## src/include/nmea_settings.svh

```systemverilog
`ifndef NMEA_SETTINGS_SVH
`define NMEA_SETTINGS_SVH

`define NMEA_SENTENCES   4      // configured sentence types
`define NMEA_MAX_FIELDS  24
`define NMEA_BUF_WORDS   32     // one sentence of 16-bit words
`define NMEA_FMT_ENTRIES 4      // count word plus three flag words

`define NMEA_CH_DOLLAR   8'h24
`define NMEA_CH_G        8'h47
`define NMEA_CH_P        8'h50
`define NMEA_CH_COMMA    8'h2c
`define NMEA_CH_STAR     8'h2a

`endif

```

## src/rtl/nmea_pkg.sv

```systemverilog
package nmea_pkg;

    typedef struct packed {
        logic [7:0] data;
        logic       first;       // first byte after line_start
    } nmea_byte_t;

    typedef struct packed {
        logic [7:0] data;
        logic [1:0] sent_id;
        logic       head;        // sentence head beat, data unused
    } nmea_field_t;

    typedef struct packed {
        logic [2:0] reserved;
        logic [4:0] field_count;
    } nmea_fmt_count_t;

    typedef struct packed {
        logic [7:0] fmt_bits;    // 1 = byte field, lsb is the lowest field
    } nmea_fmt_flags_t;

    // entry 0 holds the count, entries 1..3 the per-field flags
    typedef union packed {
        nmea_fmt_count_t count;
        nmea_fmt_flags_t flags;
    } nmea_fmt_word_u;

    typedef struct packed {
        logic       table_sel;   // 0 names, 1 formats
        logic [3:0] addr;
        logic [7:0] data;
    } nmea_cfg_t;

    typedef struct packed {
        logic [3:0] nib;
        logic       last;
        logic       valid;
    } nmea_nibble_t;

endpackage

```

## src/rtl/nmea_byte_assembler.sv

```systemverilog
`timescale 1ns/1ps

module nmea_byte_assembler (
    input  logic                 xclk,
    input  logic                 ser_rst,
    input  logic                 ser_di,
    input  logic                 ser_stb,
    input  logic                 line_start,
    output nmea_pkg::nmea_byte_t byte_out,
    output logic                 byte_stb
);

    logic [6:0] shift;          // bits 0..6, lsb arrives first
    logic [2:0] bit_cnt;
    logic       first_pend;     // next byte follows a restart
    logic       bit7;

    assign bit7 = ser_stb && !line_start && (bit_cnt == 3'd7);

    always_ff @(posedge xclk) begin
        if (ser_rst) begin
            bit_cnt    <= 3'd0;
            first_pend <= 1'b1;
            byte_stb   <= 1'b0;
        end else begin
            byte_stb <= bit7;
            if (line_start) begin
                bit_cnt    <= 3'd0;
                first_pend <= 1'b1;
            end else if (ser_stb) begin
                bit_cnt <= bit_cnt + 3'd1;
                if (bit7) begin
                    first_pend <= 1'b0;
                end
            end
        end
    end

    always_ff @(posedge xclk) begin
        if (ser_stb) begin
            shift <= {ser_di, shift[6:1]};
        end
        if (bit7) begin
            byte_out.data  <= {ser_di, shift};
            byte_out.first <= first_pend;
        end
    end

endmodule

```

## src/rtl/nmea_compressor_top.sv

```systemverilog
`timescale 1ns/1ps

module nmea_compressor_top (
    input  logic                xclk,
    input  logic                ser_rst,
    input  logic                ser_di,
    input  logic                ser_stb,
    input  logic                line_start,
    input  logic                cfg_we,
    input  nmea_pkg::nmea_cfg_t cfg,
    output logic                word_valid,
    input  logic                word_ready,
    output logic [15:0]         word_data,
    output logic                word_last,
    output logic [7:0]          dropped_count
);

    nmea_pkg::nmea_byte_t   byte_bus;
    logic                   byte_stb;
    nmea_pkg::nmea_field_t  field_bus;
    logic                   field_stb;
    nmea_pkg::nmea_nibble_t nib_bus;

    nmea_byte_assembler u_assembler (
        .xclk       (xclk),
        .ser_rst    (ser_rst),
        .ser_di     (ser_di),
        .ser_stb    (ser_stb),
        .line_start (line_start),
        .byte_out   (byte_bus),
        .byte_stb   (byte_stb)
    );

    nmea_sentence_matcher u_matcher (
        .xclk      (xclk),
        .ser_rst   (ser_rst),
        .cfg_we    (cfg_we),
        .cfg       (cfg),
        .byte_in   (byte_bus),
        .byte_stb  (byte_stb),
        .field_out (field_bus),
        .field_stb (field_stb)
    );

    nmea_field_encoder u_encoder (
        .xclk      (xclk),
        .ser_rst   (ser_rst),
        .cfg_we    (cfg_we),
        .cfg       (cfg),
        .field_in  (field_bus),
        .field_stb (field_stb),
        .nib_out   (nib_bus)
    );

    nmea_word_buffer u_buffer (
        .xclk          (xclk),
        .ser_rst       (ser_rst),
        .nib_in        (nib_bus),
        .word_valid    (word_valid),
        .word_ready    (word_ready),
        .word_data     (word_data),
        .word_last     (word_last),
        .dropped_count (dropped_count)
    );

endmodule

```

## src/rtl/nmea_field_encoder.sv

```systemverilog
`timescale 1ns/1ps
`include "nmea_settings.svh"

module nmea_field_encoder (
    input  logic                   xclk,
    input  logic                   ser_rst,
    input  logic                   cfg_we,
    input  nmea_pkg::nmea_cfg_t    cfg,
    input  nmea_pkg::nmea_field_t  field_in,
    input  logic                   field_stb,
    output nmea_pkg::nmea_nibble_t nib_out
);

    nmea_pkg::nmea_fmt_word_u fmt_ram [0:`NMEA_SENTENCES*`NMEA_FMT_ENTRIES-1];
    nmea_pkg::nmea_fmt_word_u cnt_word;
    nmea_pkg::nmea_fmt_word_u flag_word;

    logic       active;
    logic [1:0] sent;
    logic [4:0] field_count;
    logic [4:0] field_idx;        // current field, counted from 1
    logic [4:0] fld0;
    logic [1:0] fmt_entry;
    logic [4:0] head_count;
    logic       first_in_field;
    logic [2:0] held_hi;          // high bits of the previous char
    logic       is_byte;
    logic [7:0] ch;
    logic       sep;
    logic       eos;
    logic       term;
    logic       sent_end;
    logic       pend_valid;
    logic [3:0] pend_nib;
    logic       pend_last;
    logic       set_pend;
    logic [3:0] pend_nib_n;
    logic       pend_last_n;
    logic       emit;
    logic [3:0] emit_nib;
    logic       emit_last;
    logic       nib_valid;
    logic [3:0] nib_val;
    logic       nib_last;

    assign ch         = field_in.data;
    assign sep        = (ch == `NMEA_CH_COMMA);
    assign eos        = (ch == `NMEA_CH_STAR) || (ch[7:4] == 4'h0);
    assign term       = sep || eos;
    assign sent_end   = eos || (sep && (field_idx == field_count));
    assign fld0       = field_idx - 5'd1;
    assign fmt_entry  = fld0[4:3] + 2'd1;
    assign cnt_word   = fmt_ram[{field_in.sent_id, 2'd0}];
    assign flag_word  = fmt_ram[{sent, fmt_entry}];
    assign is_byte    = flag_word.flags.fmt_bits[fld0[2:0]];
    assign head_count = (cnt_word.count.field_count > 5'(`NMEA_MAX_FIELDS)) ?
                        5'(`NMEA_MAX_FIELDS) : cnt_word.count.field_count;
    assign nib_out    = '{nib: nib_val, last: nib_last, valid: nib_valid};

    always_ff @(posedge xclk) begin
        if (cfg_we && cfg.table_sel) begin
            fmt_ram[cfg.addr] <= cfg.data;
        end
    end

    always_comb begin
        emit        = 1'b0;
        emit_nib    = 4'hf;
        emit_last   = 1'b0;
        set_pend    = 1'b0;
        pend_nib_n  = 4'hf;
        pend_last_n = 1'b0;
        if (field_stb && field_in.head) begin
            emit      = 1'b1;
            emit_nib  = {2'b00, field_in.sent_id};
            emit_last = (head_count == 5'd0);
        end else if (field_stb && active) begin
            emit = 1'b1;
            if (!is_byte) begin
                emit_nib  = term ? 4'hf : ch[3:0];
                emit_last = term && sent_end;
            end else if (first_in_field) begin
                if (term) begin              // empty byte field, two f nibbles
                    set_pend    = 1'b1;
                    pend_last_n = sent_end;
                end else begin
                    emit_nib = ch[3:0];
                end
            end else begin
                emit_nib = {term, held_hi};  // bit 3 marks the field's last char
                if (term) begin
                    emit_last = sent_end;
                end else begin
                    set_pend   = 1'b1;
                    pend_nib_n = ch[3:0];
                end
            end
        end else if (pend_valid) begin
            emit      = 1'b1;
            emit_nib  = pend_nib;
            emit_last = pend_last;
        end
    end

    always_ff @(posedge xclk) begin
        if (ser_rst) begin
            active     <= 1'b0;
            pend_valid <= 1'b0;
            nib_valid  <= 1'b0;
        end else begin
            nib_valid  <= emit;
            pend_valid <= set_pend;
            if (field_stb && field_in.head) begin
                active <= (head_count != 5'd0);
            end else if (field_stb && active && term && sent_end) begin
                active <= 1'b0;
            end
        end
    end

    always_ff @(posedge xclk) begin
        if (emit) begin
            nib_val  <= emit_nib;
            nib_last <= emit_last;
        end
        if (set_pend) begin
            pend_nib  <= pend_nib_n;
            pend_last <= pend_last_n;
        end
        if (field_stb && field_in.head) begin
            sent           <= field_in.sent_id;
            field_count    <= head_count;
            field_idx      <= 5'd1;
            first_in_field <= 1'b1;
        end else if (field_stb && active) begin
            held_hi        <= ch[6:4];
            first_in_field <= term;
            if (sep) begin
                field_idx <= field_idx + 5'd1;
            end
        end
    end

endmodule

```

## src/rtl/nmea_sentence_matcher.sv

```systemverilog
`timescale 1ns/1ps
`include "nmea_settings.svh"

module nmea_sentence_matcher (
    input  logic                  xclk,
    input  logic                  ser_rst,
    input  logic                  cfg_we,
    input  nmea_pkg::nmea_cfg_t   cfg,
    input  nmea_pkg::nmea_byte_t  byte_in,
    input  logic                  byte_stb,
    output nmea_pkg::nmea_field_t field_out,
    output logic                  field_stb
);

    typedef enum logic [2:0] {
        S_IDLE, S_G, S_P, S_L0, S_L1, S_L2, S_COMMA, S_FIELDS
    } state_t;

    state_t     state;
    logic [3:0] cand;           // types still matching the letters
    logic [7:0] name_ram [0:4*`NMEA_SENTENCES-1];
    logic [7:0] ch;
    logic [1:0] letter;
    logic [3:0] hit;
    logic [1:0] lowest;
    logic       restart;
    logic       is_end;

    assign ch      = byte_in.data;
    assign restart = byte_in.first || (ch == `NMEA_CH_DOLLAR);
    assign is_end  = (ch == `NMEA_CH_STAR) || (ch[7:4] == 4'h0);

    always_ff @(posedge xclk) begin
        if (cfg_we && !cfg.table_sel) begin
            name_ram[cfg.addr] <= cfg.data;
        end
    end

    always_comb begin
        case (state)
            S_L1:    letter = 2'd1;
            S_L2:    letter = 2'd2;
            default: letter = 2'd0;
        endcase
        for (int s = 0; s < `NMEA_SENTENCES; s++) begin
            hit[s] = (name_ram[s * 4 + letter] == ch);
        end
        if (cand[0])      lowest = 2'd0;
        else if (cand[1]) lowest = 2'd1;
        else if (cand[2]) lowest = 2'd2;
        else              lowest = 2'd3;
    end

    always_ff @(posedge xclk) begin
        if (ser_rst) begin
            state     <= S_IDLE;
            cand      <= 4'h0;
            field_stb <= 1'b0;
        end else begin
            field_stb <= 1'b0;
            if (byte_stb) begin
                if (restart) begin
                    field_stb <= (state == S_FIELDS);   // close an interrupted sentence
                    state     <= (ch == `NMEA_CH_DOLLAR) ? S_G : S_IDLE;
                end else begin
                    case (state)
                        S_G: state <= (ch == `NMEA_CH_G) ? S_P : S_IDLE;
                        S_P: begin
                            state <= (ch == `NMEA_CH_P) ? S_L0 : S_IDLE;
                            cand  <= 4'hf;
                        end
                        S_L0, S_L1, S_L2: begin
                            cand  <= cand & hit;
                            state <= state_t'(state + 3'd1);
                        end
                        S_COMMA: begin
                            if ((ch == `NMEA_CH_COMMA) && (cand != 4'h0)) begin
                                state     <= S_FIELDS;
                                field_stb <= 1'b1;     // head beat
                            end else begin
                                state <= S_IDLE;
                            end
                        end
                        S_FIELDS: begin
                            field_stb <= 1'b1;
                            if (is_end) begin
                                state <= S_IDLE;
                            end
                        end
                        default: state <= S_IDLE;
                    endcase
                end
            end
        end
    end

    always_ff @(posedge xclk) begin
        if (byte_stb) begin
            field_out.data <= restart ? 8'h00 : ch;     // forced line end on restart
            field_out.head <= (state == S_COMMA);
            if (state == S_COMMA) begin
                field_out.sent_id <= lowest;
            end
        end
    end

endmodule

```

## src/rtl/nmea_word_buffer.sv

```systemverilog
`timescale 1ns/1ps
`include "nmea_settings.svh"

module nmea_word_buffer (
    input  logic                   xclk,
    input  logic                   ser_rst,
    input  nmea_pkg::nmea_nibble_t nib_in,
    output logic                   word_valid,
    input  logic                   word_ready,
    output logic [15:0]            word_data,
    output logic                   word_last,
    output logic [7:0]             dropped_count
);

    logic [15:0] mem [0:`NMEA_BUF_WORDS-1];
    logic [15:0] acc;             // word under assembly
    logic [15:0] wword;
    logic [1:0]  lane;
    logic [5:0]  wr_cnt;
    logic [4:0]  rd_ptr;
    logic [4:0]  last_idx;
    logic        held;            // complete sentence waiting for the host
    logic        in_sent;
    logic        dropping;
    logic        drop_now;
    logic        wr_ok;
    logic        wr_full;
    logic        rd_fire;

    assign drop_now   = in_sent ? dropping : held;  // decided on the first nibble
    assign wr_ok      = nib_in.valid && !drop_now;
    assign wr_full    = (wr_cnt == 6'(`NMEA_BUF_WORDS));
    assign rd_fire    = word_valid && word_ready;
    assign word_valid = held;
    assign word_data  = mem[rd_ptr];
    assign word_last  = (rd_ptr == last_idx);

    always_comb begin
        wword = acc;
        wword[lane * 4 +: 4] = nib_in.nib;
        if (nib_in.last) begin
            for (int i = 1; i < 4; i++) begin
                if (i > lane) begin
                    wword[i * 4 +: 4] = 4'hf;   // pad the partial word
                end
            end
        end
    end

    always_ff @(posedge xclk) begin
        if (wr_ok && !wr_full && ((lane == 2'd3) || nib_in.last)) begin
            mem[wr_cnt[4:0]] <= wword;
        end
        if (wr_ok) begin
            acc <= wword;
        end
        if (wr_ok && nib_in.last) begin
            last_idx <= wr_full ? 5'(`NMEA_BUF_WORDS - 1) : wr_cnt[4:0];
        end
    end

    always_ff @(posedge xclk) begin
        if (ser_rst) begin
            lane          <= 2'd0;
            wr_cnt        <= 6'd0;
            rd_ptr        <= 5'd0;
            held          <= 1'b0;
            in_sent       <= 1'b0;
            dropping      <= 1'b0;
            dropped_count <= 8'd0;
        end else begin
            if (nib_in.valid) begin
                in_sent <= !nib_in.last;
                if (!in_sent) begin
                    dropping <= held;
                end
            end
            if (wr_ok) begin
                if (nib_in.last) begin
                    lane   <= 2'd0;
                    wr_cnt <= 6'd0;
                    held   <= 1'b1;
                end else begin
                    lane <= lane + 2'd1;
                    if ((lane == 2'd3) && !wr_full) begin
                        wr_cnt <= wr_cnt + 6'd1;
                    end
                end
            end
            if (nib_in.valid && nib_in.last && drop_now && (dropped_count != 8'hff)) begin
                dropped_count <= dropped_count + 8'd1;
            end
            if (rd_fire) begin
                rd_ptr <= word_last ? 5'd0 : rd_ptr + 5'd1;
                if (word_last) begin
                    held <= 1'b0;
                end
            end
        end
    end

endmodule

```

## config.mk

```make
export PLATFORM = sky130hd
export DESIGN_NAME = nmea_compressor_top
export DESIGN_NICKNAME = d
export VERILOG_FILES = /design/src/rtl/nmea_pkg.sv /design/src/rtl/nmea_byte_assembler.sv /design/src/rtl/nmea_compressor_top.sv /design/src/rtl/nmea_field_encoder.sv /design/src/rtl/nmea_sentence_matcher.sv /design/src/rtl/nmea_word_buffer.sv
export VERILOG_INCLUDE_DIRS = /design/src /design/src/include
export SDC_FILE = /design/constraint.sdc
export NUM_CORES = 1
export LEC_CHECK = 0
export BUFFER_PORTS_ARGS = -buffer_cell sky130_fd_sc_hd__buf_2
export CAP_MARGIN = 20
export CORE_UTILIZATION = 65
export CTS_BUF_LIST = sky130_fd_sc_hd__clkbuf_2 sky130_fd_sc_hd__clkbuf_4 sky130_fd_sc_hd__clkbuf_8
export DETAILED_ROUTE_END_ITERATION = 16
export MAX_ROUTING_LAYER = met4
export PLACE_DENSITY_LB_ADDON = 0.1
export SETUP_SLACK_MARGIN = 0.05
export SLEW_MARGIN = 15
export SYNTH_ARGS = -nofsm -noshare
export SYNTH_HDL_FRONTEND = slang
export SYNTH_HIERARCHICAL = 1
export SYNTH_SLANG_ARGS = --single-unit
```

## constraint.sdc

```tcl
create_clock -name xclk -period 4.1 [get_ports xclk]
set_input_delay 1.23 -clock xclk [delete_from_list [all_inputs] [get_ports xclk]]
set_output_delay 1.23 -clock xclk [all_outputs]
set_load 0.01 [all_outputs]
```

* Word-level counts from Yosys, hierarchy flattened
Memories as Yosys holds them, arrays and structs flattened. A register that Yosys moved wholly into a read port is not among the register bits.
Cells that the tools add are included.
** Word-level totals
- Register bits :: 114
- Latch bits :: 0
- Bits in writable memories :: 768
- Memory bits (read-only) :: 0
- Bits of input ports :: 20
- Word-level logic and storage cells :: 204
- Memories kept :: 3
** Cells by class
- Add/sub/neg operators :: 13
- Multiply operators :: 0
- Div/mod/pow operators :: 0
- $lt $le $gt $ge :: 5
- Equal/unequal tests :: 25
- Shift-type cells :: 2
- Mux-type cells :: 62
- Bitwise logic cells :: 7
- Reduce and logical (&&, ||, !) cells :: 52
** Memory list
- u_buffer.mem :: words 32, bits a word 16, rd ports 1, clocked after Yosys merged registers in 1, wr ports 1, RTL line nmea_word_buffer.sv:15 : logic [15:0] mem [0:`NMEA_BUF_WORDS-1];
- u_encoder.fmt_ram :: words 16, bits a word 8, rd ports 2, clocked after Yosys merged registers in 0, wr ports 1, RTL line nmea_field_encoder.sv:14 : nmea_pkg::nmea_fmt_word_u fmt_ram [0:`NMEA_SENTENCES*`NMEA_FMT_ENTRIES-1];
- u_matcher.name_ram :: words 16, bits a word 8, rd ports 4, clocked after Yosys merged registers in 0, wr ports 1, RTL line nmea_sentence_matcher.sv:21 : logic [7:0] name_ram [0:4*`NMEA_SENTENCES-1];
** Operators by type and width (count)
- $eq 8x6->1 const B :: 5
- $mux 1 :: 34
- $neg 4->34 :: 1
- $shift 4x34->16 const A :: 1
- $shiftx 4x34->16 :: 1
- $eq 8x8->1 :: 4
- $mux 4 :: 8
- $logic_and 1x1->1 :: 20
- $mux 5 :: 4
- $bwmux 16 :: 1
- $eq 8x7->1 const B :: 2
- $eq 3x3->1 const B :: 5
- $pmux 3 s5 :: 1
- $mux 12 :: 1
- $mux 6 :: 2
- $reduce_and 2->1 :: 6
- $add 5x1->5 const B :: 2
- $eq 5x5->1 :: 2
- $mux 3 :: 3
- $add 4x2->4 const A :: 2
- $add 8x1->8 const B :: 1
- $logic_not 4->1 :: 2
- $mux 2 :: 4
- $ne 8x8->1 const B :: 1
- 30 further kinds :: 53

* Depth between registers and ports, before layout
- Depth after elaboration :: 8
- Depth in mapped cells :: 14
- Depth with buffers taken out :: 11

* Hierarchy
The synthesis kept the hierarchy.
** Modules (own cells, without submodules)
- nmea_word_buffer :: instances 1, cells an instance 1306, area each 22177.5 um^2, seq. area each 16585.9 um^2
- nmea_sentence_matcher :: instances 1, cells an instance 580, area each 7270.7 um^2, seq. area each 4334.2 um^2
- nmea_field_encoder :: instances 1, cells an instance 515, area each 7200.7 um^2, seq. area each 4624.4 um^2
- nmea_byte_assembler :: instances 1, cells an instance 33, area each 673.1 um^2, seq. area each 580.6 um^2

* Worst setup path before layout
OpenSTA, ideal clock, no wires.
- Path type :: reg2reg
- From :: register u_encoder.field_idx[0]
- To :: register u_encoder.pend_nib[1] (data pin)
- Arrival time :: 3378 ps
- Path slack :: 450 ps
- Cell stages (with the launch flop) :: 15
- Buffers on the path :: 3
- Clock period less this slack :: 3650 ps
- Path through :: dfxtp_1 > buf_2 > inv_1 > ha_1 > nor3b_4 > xnor2_2 > buf_4 > nand2_1 > a311oi_1 > a211oi_1 > o41ai_2 > and4b_1 > buf_2 > nor2_2 > or4_1
** Between the ends
- Elaborated cells on any way between the ends :: 7
- Those cells by class :: 2 x add/sub; 2 x mux; 1 x bitwise; 1 x reduce/logical; 1 x memory
** RTL lines
- start, declared :: RTL line nmea_field_encoder.sv:21 : logic [4:0] field_idx;
- start signal, assigned :: RTL line nmea_field_encoder.sv:139 : field_idx <= field_idx + 5'd1;
- $sub 5x1->5 :: RTL line nmea_field_encoder.sv:51 : assign fld0 = field_idx - 5'd1;
- net u_encoder.fld0[0] :: RTL line nmea_field_encoder.sv:22 : logic [4:0] fld0;
- $bmux 1 s3 :: RTL line nmea_field_encoder.sv:55 : assign is_byte = flag_word.flags.fmt_bits[fld0[2:0]];
- $mux 1 (not written as such) :: RTL line nmea_field_encoder.sv:55
- $not 1->1 (no source line)
- $reduce_or 4->1 (no source line)
- end signal, assigned :: RTL line nmea_field_encoder.sv:127 : pend_nib <= pend_nib_n;
- end, declared :: RTL line nmea_field_encoder.sv:34 : logic [3:0] pend_nib;
The timed path passes the listed nets, and every way through them passes these cells. The select of a mux whose other input is x is not followed.
A chain may end at the register's enable or synchronous reset.

==> qor.log <==
INFO  status         run_status=finished clean
INFO  sta            worst-slew-pin-transition=1.07ns
INFO  die            design.core.area=0.0566mm^2
INFO  sta            finalSetupViolations=0
INFO  clock_network  ctsLongestPathBuffers=3
INFO  yosys          post_synth_and_or_nand_nor_area_fraction=7.65%
INFO  setup_path     cp.depth=6
INFO  global_route   grt_resource_usage_total=30.2%
INFO  sta            final-hold-violation-count=0
INFO  sta            relSlewSlack=28.2%
INFO  cells_and_area layout-drive-gt1-share=17.8%
INFO  clock_network  clock_tree.htree_level_count=4
INFO  setup_path     cell_with_the_biggest_individual_delay_on_the_critical_path=dfxtp_4
INFO  power_and_ir_drop power.total=0.0173W
INFO  route          detail_route.first_pass.iterations=5
INFO  route          initialDrtViolationCount=2,092
INFO  sta            setup_repair_after_global_routing_missed_its_margin=no
INFO  sta            period_share=96.0%
INFO  yosys          yosys.area_share.xor_xnor=1.74%
INFO  setup_path     end_kind=output port
INFO  global_route   grt_first_pass_wirelength=128,000um
INFO  cells_and_area final-instance-count-excl-fill=3,462
INFO  placement      placed_cells_incl_taps=3,203
INFO  global_route   global_route_total_overflow=0
INFO  die            die_width=242um
INFO  power_and_ir_drop pwr_density_cell=416mW/mm^2
INFO  route          ant_nets=0
INFO  clock_network  clkLatencyLatePin=0.79ns
INFO  yosys          number_of_enable_flip_flop_cells_after_synthesis=836
INFO  sta            fin_skew=0.0296ns
INFO  setup_path     setup.worst_path.end=word_data[1]
INFO  route          route.detailed.vias_per_inst=6.37
INFO  global_route   number_of_global_route_vias_before_repair=22,100
INFO  yosys          synthMuxAreaShare=9.80%
INFO  global_route   grt_antenna_before_repair=2
INFO  route          routed_wl=85,000um
INFO  placement      placed_cell_area=0.0387mm^2
INFO  route          route.detailed.drc=0
INFO  setup_path     cp-start-kind=flip-flop
INFO  die            fp.dieH=242um
INFO  setup_path     worstReg2RegStart=u_encoder/field_idx[0]
INFO  placement      detailed_place_hpwl=53,400um
INFO  clock_network  cts_made_buffers=141
INFO  setup_path     required=2.87ns
INFO  sta            fin_crit=3.94ns
INFO  yosys          synthCells=2,434
INFO  worst_hold_path worst_min_delay_path_class=flip-flop to flip-flop
INFO  power_and_ir_drop ir_drop=0.439mV
INFO  yosys          synth_compound_area_share=7.68%
INFO  cells_and_area finish.instance_area=0.0416mm^2
INFO  placement      port_buffers=45
INFO  clock_network  tritoncts=done
INFO  yosys          synth.distinct_cells=106
INFO  cells_and_area final_core_area_utilization=73.4%
INFO  power_and_ir_drop leakage=13.3nW
INFO  setup_path     timing.reg2reg.worst_path_depth=12
INFO  setup_path     timing.critical_path.arrival=2.71ns
INFO  die            io_pins=46
INFO  die            std_cell_rows=87
INFO  cells_and_area layout.nets=2,639
INFO  cells_and_area area_growth_syn_to_layout=11.3%
INFO  worst_hold_path min_from=u_assembler/shift[0]
INFO  cells_and_area regArea=0.0261mm^2
INFO  setup_path     path_delay_family=buffers and inverters
INFO  die            fp.dieArea=0.0584mm^2
INFO  yosys          synthesis.area_per_instance=15.3um^2
INFO  setup_path     worstSetupPathType=flip-flop to output port
INFO  yosys          yosys.area_share.adder=0.670%
INFO  sta            highest_achievable_clock_rate=254MHz
INFO  route          wire_per_inst=24.6um
INFO  yosys          combinational_family_with_the_most_area_after_synthesis=multiplexers
INFO  clock_network  clkTransAtPathRegs=0.06ns
INFO  cells_and_area fillers=3,580
INFO  setup_path     worstPathMaxFanout=24
INFO  clock_network  tritoncts_num_sinks=887
INFO  route          vias=22,000
INFO  yosys          synth_async_sr_flop_share=0%
INFO  yosys          yosysSeqAreaShare=70.0%
INFO  clock_network  cts.root.buffer_cell=clkbuf_8
INFO  setup_path     r2r_end=u_encoder/pend_nib[1]
INFO  clock_network  postCtsHoldBufs=0
INFO  cells_and_area multi_input_gate_area=0.0104mm^2
INFO  yosys          synth_area=0.0373mm^2
INFO  placement      gp_congestion=0.949
INFO  setup_path     worstPathCellList=buf_4, mux2i_1, a22oi_1, nand4_1, nor2_1, buf_2
INFO  yosys          dominantRegCellSynth=edfxtp_1
INFO  sta            slew_violations=0
INFO  run            drv.max_cap_violation_count=0
INFO  sta            setup-tns-final=0ns
INFO  die            initial_core_util=65.9%
INFO  yosys          synth_seq_cells=887
INFO  setup_path     r2r_slack=0.25ns
INFO  setup_path     timing.critical_path.slowest_cell_delay=0.46ns
INFO  setup_path     worstPathBufferInverterCount=2
INFO  yosys          syn-num-nets=2,474
INFO  yosys          yosysWarnings=6
INFO  global_route   grt_start_max_net_pins=47
## area by class of cell
class	instances	share of cell area [%]
antenna	2	0.0120
clock buffer	204	5.90
clock inverter	44	0.702
inverter	48	0.434
multi-input combinational	1367	25.1
sequential	887	62.9
tap	756	2.28
timing repair buffer	154	2.73
## where the power goes
group / switching, W / leakage, nW / internal [W] / total [W]
clock network: 0.00332 / 1.45 / 0.00397 / 0.00729
logic: 0.0000967 / 4.00 / 0.0000276 / 0.000124
registers: 0.0000155 / 7.91 / 0.00984 / 0.00986
total: 0.00343 / 13.3 / 0.0138 / 0.0173
## state kept, by name (all words and copies together), names as in the netlist, 4 cells and up, named ones only
signal and cells:
u_assembler/byte_out 9, u_assembler/shift 7, u_buffer/acc 16, u_buffer/dropped_count 8, u_buffer/last_idx 5, u_buffer/mem 512
u_buffer/rd_ptr 5, u_buffer/wr_cnt 6, u_encoder/field_count 5, u_encoder/field_idx 5, u_encoder/fmt_ram 128, u_encoder/nib_val 4
u_encoder/pend_nib 4, u_matcher/cand 4, u_matcher/field_out 11, u_matcher/name_ram 128
## layout by cell type, fill, tap and decap left out, types with 45 or more instances in the layout
master    synthesis  final
mux2i_1         313    313
clkbuf_8          0    147
nor2_1          140    138
buf_4            13     99
clkbuf_4          0     57
nand2_1         101    101
a21oi_1          61     61
nor3_1           58     58
buf_2            73     45
dfxtp_1          51     47
edfxtp_1        836    836
a22oi_1         135    133
## kinds of logic (layout without fill, tap and decap cells)
family	after synthesis	count (layout)
xor+xnor	71	71
buf+inv	180	450
other cells	0	2
mux	341	341
flops	887	887
simple gates	535	535
fa+ha+maj	20	20
compound gates	400	400
## cell usage after synthesis (13+ instances only)
cell      count  area (um^2)
or3_1        13         81.3
xor2_1       35          307
edfxtp_1    836        25100
o21ai_0      44          220
inv_1        43          161
nor2b_1      31          194
mux2i_1     313         3130
clkbuf_1     26         97.6
nor3_1       58          290
o22ai_1      19          119
a22oi_1     135         1010
nor2_1      140          526
nand4_1      42          263
nand2_1     101          379
buf_4        13         97.6
dfxtp_1      51         1020
nand3_1      25          125
a211oi_1     16          120
a31oi_1      18          113
a21oi_1      61          305
nand2b_1     23          144
ha_1         20          250
buf_2        73          365
xnor2_1      34          298
## through the flow
| step | hold WS, ns | setup slack (ns) |
|---|---|---|
| final | 0.440 | 0.164 |
| after global routing | 0.451 | 0.0592 |
| after CTS | 0.442 | 0.0662 |
| after detailed placement | 0.417 | 0.172 |
| after global placement | 0.412 | 0.238 |
| after floorplan | 0.400 | 0.450 |
## metal layers
metal | global-route usage, % | share of wire, % | vias up
li1 | - | - | 9891
met1 | 36.1 | 39 | 11000
met2 | 50.1 | 51 | 925
met3 | 5.29 | 6.1 | 238
met4 | 14.4 | 4.0 | 0
met5 | - | 0 | -
## worst min path at each step
| stage | slack, ns | end | depth (start not counted) |
|---|---|---|---|
| after floorplan | 0.40 | u_assembler/byte_out[1] | 0 |
| after global placement | 0.41 | u_assembler/byte_out[1] | 0 |
| after detailed placement | 0.42 | u_assembler/byte_out[1] | 0 |
| after CTS | 0.44 | u_assembler/byte_out[1] | 0 |
| after global routing | 0.45 | u_assembler/byte_out[1] | 0 |
| final | 0.44 | u_assembler/byte_out[1] | 0 |
## what timing repair did
item                       CTS  global route
setup buffers                1             6
gates resized for setup      8             8
pin swaps                    0             1
setup endpoints to repair   16            14
Power figures use the tool's default switching activity.
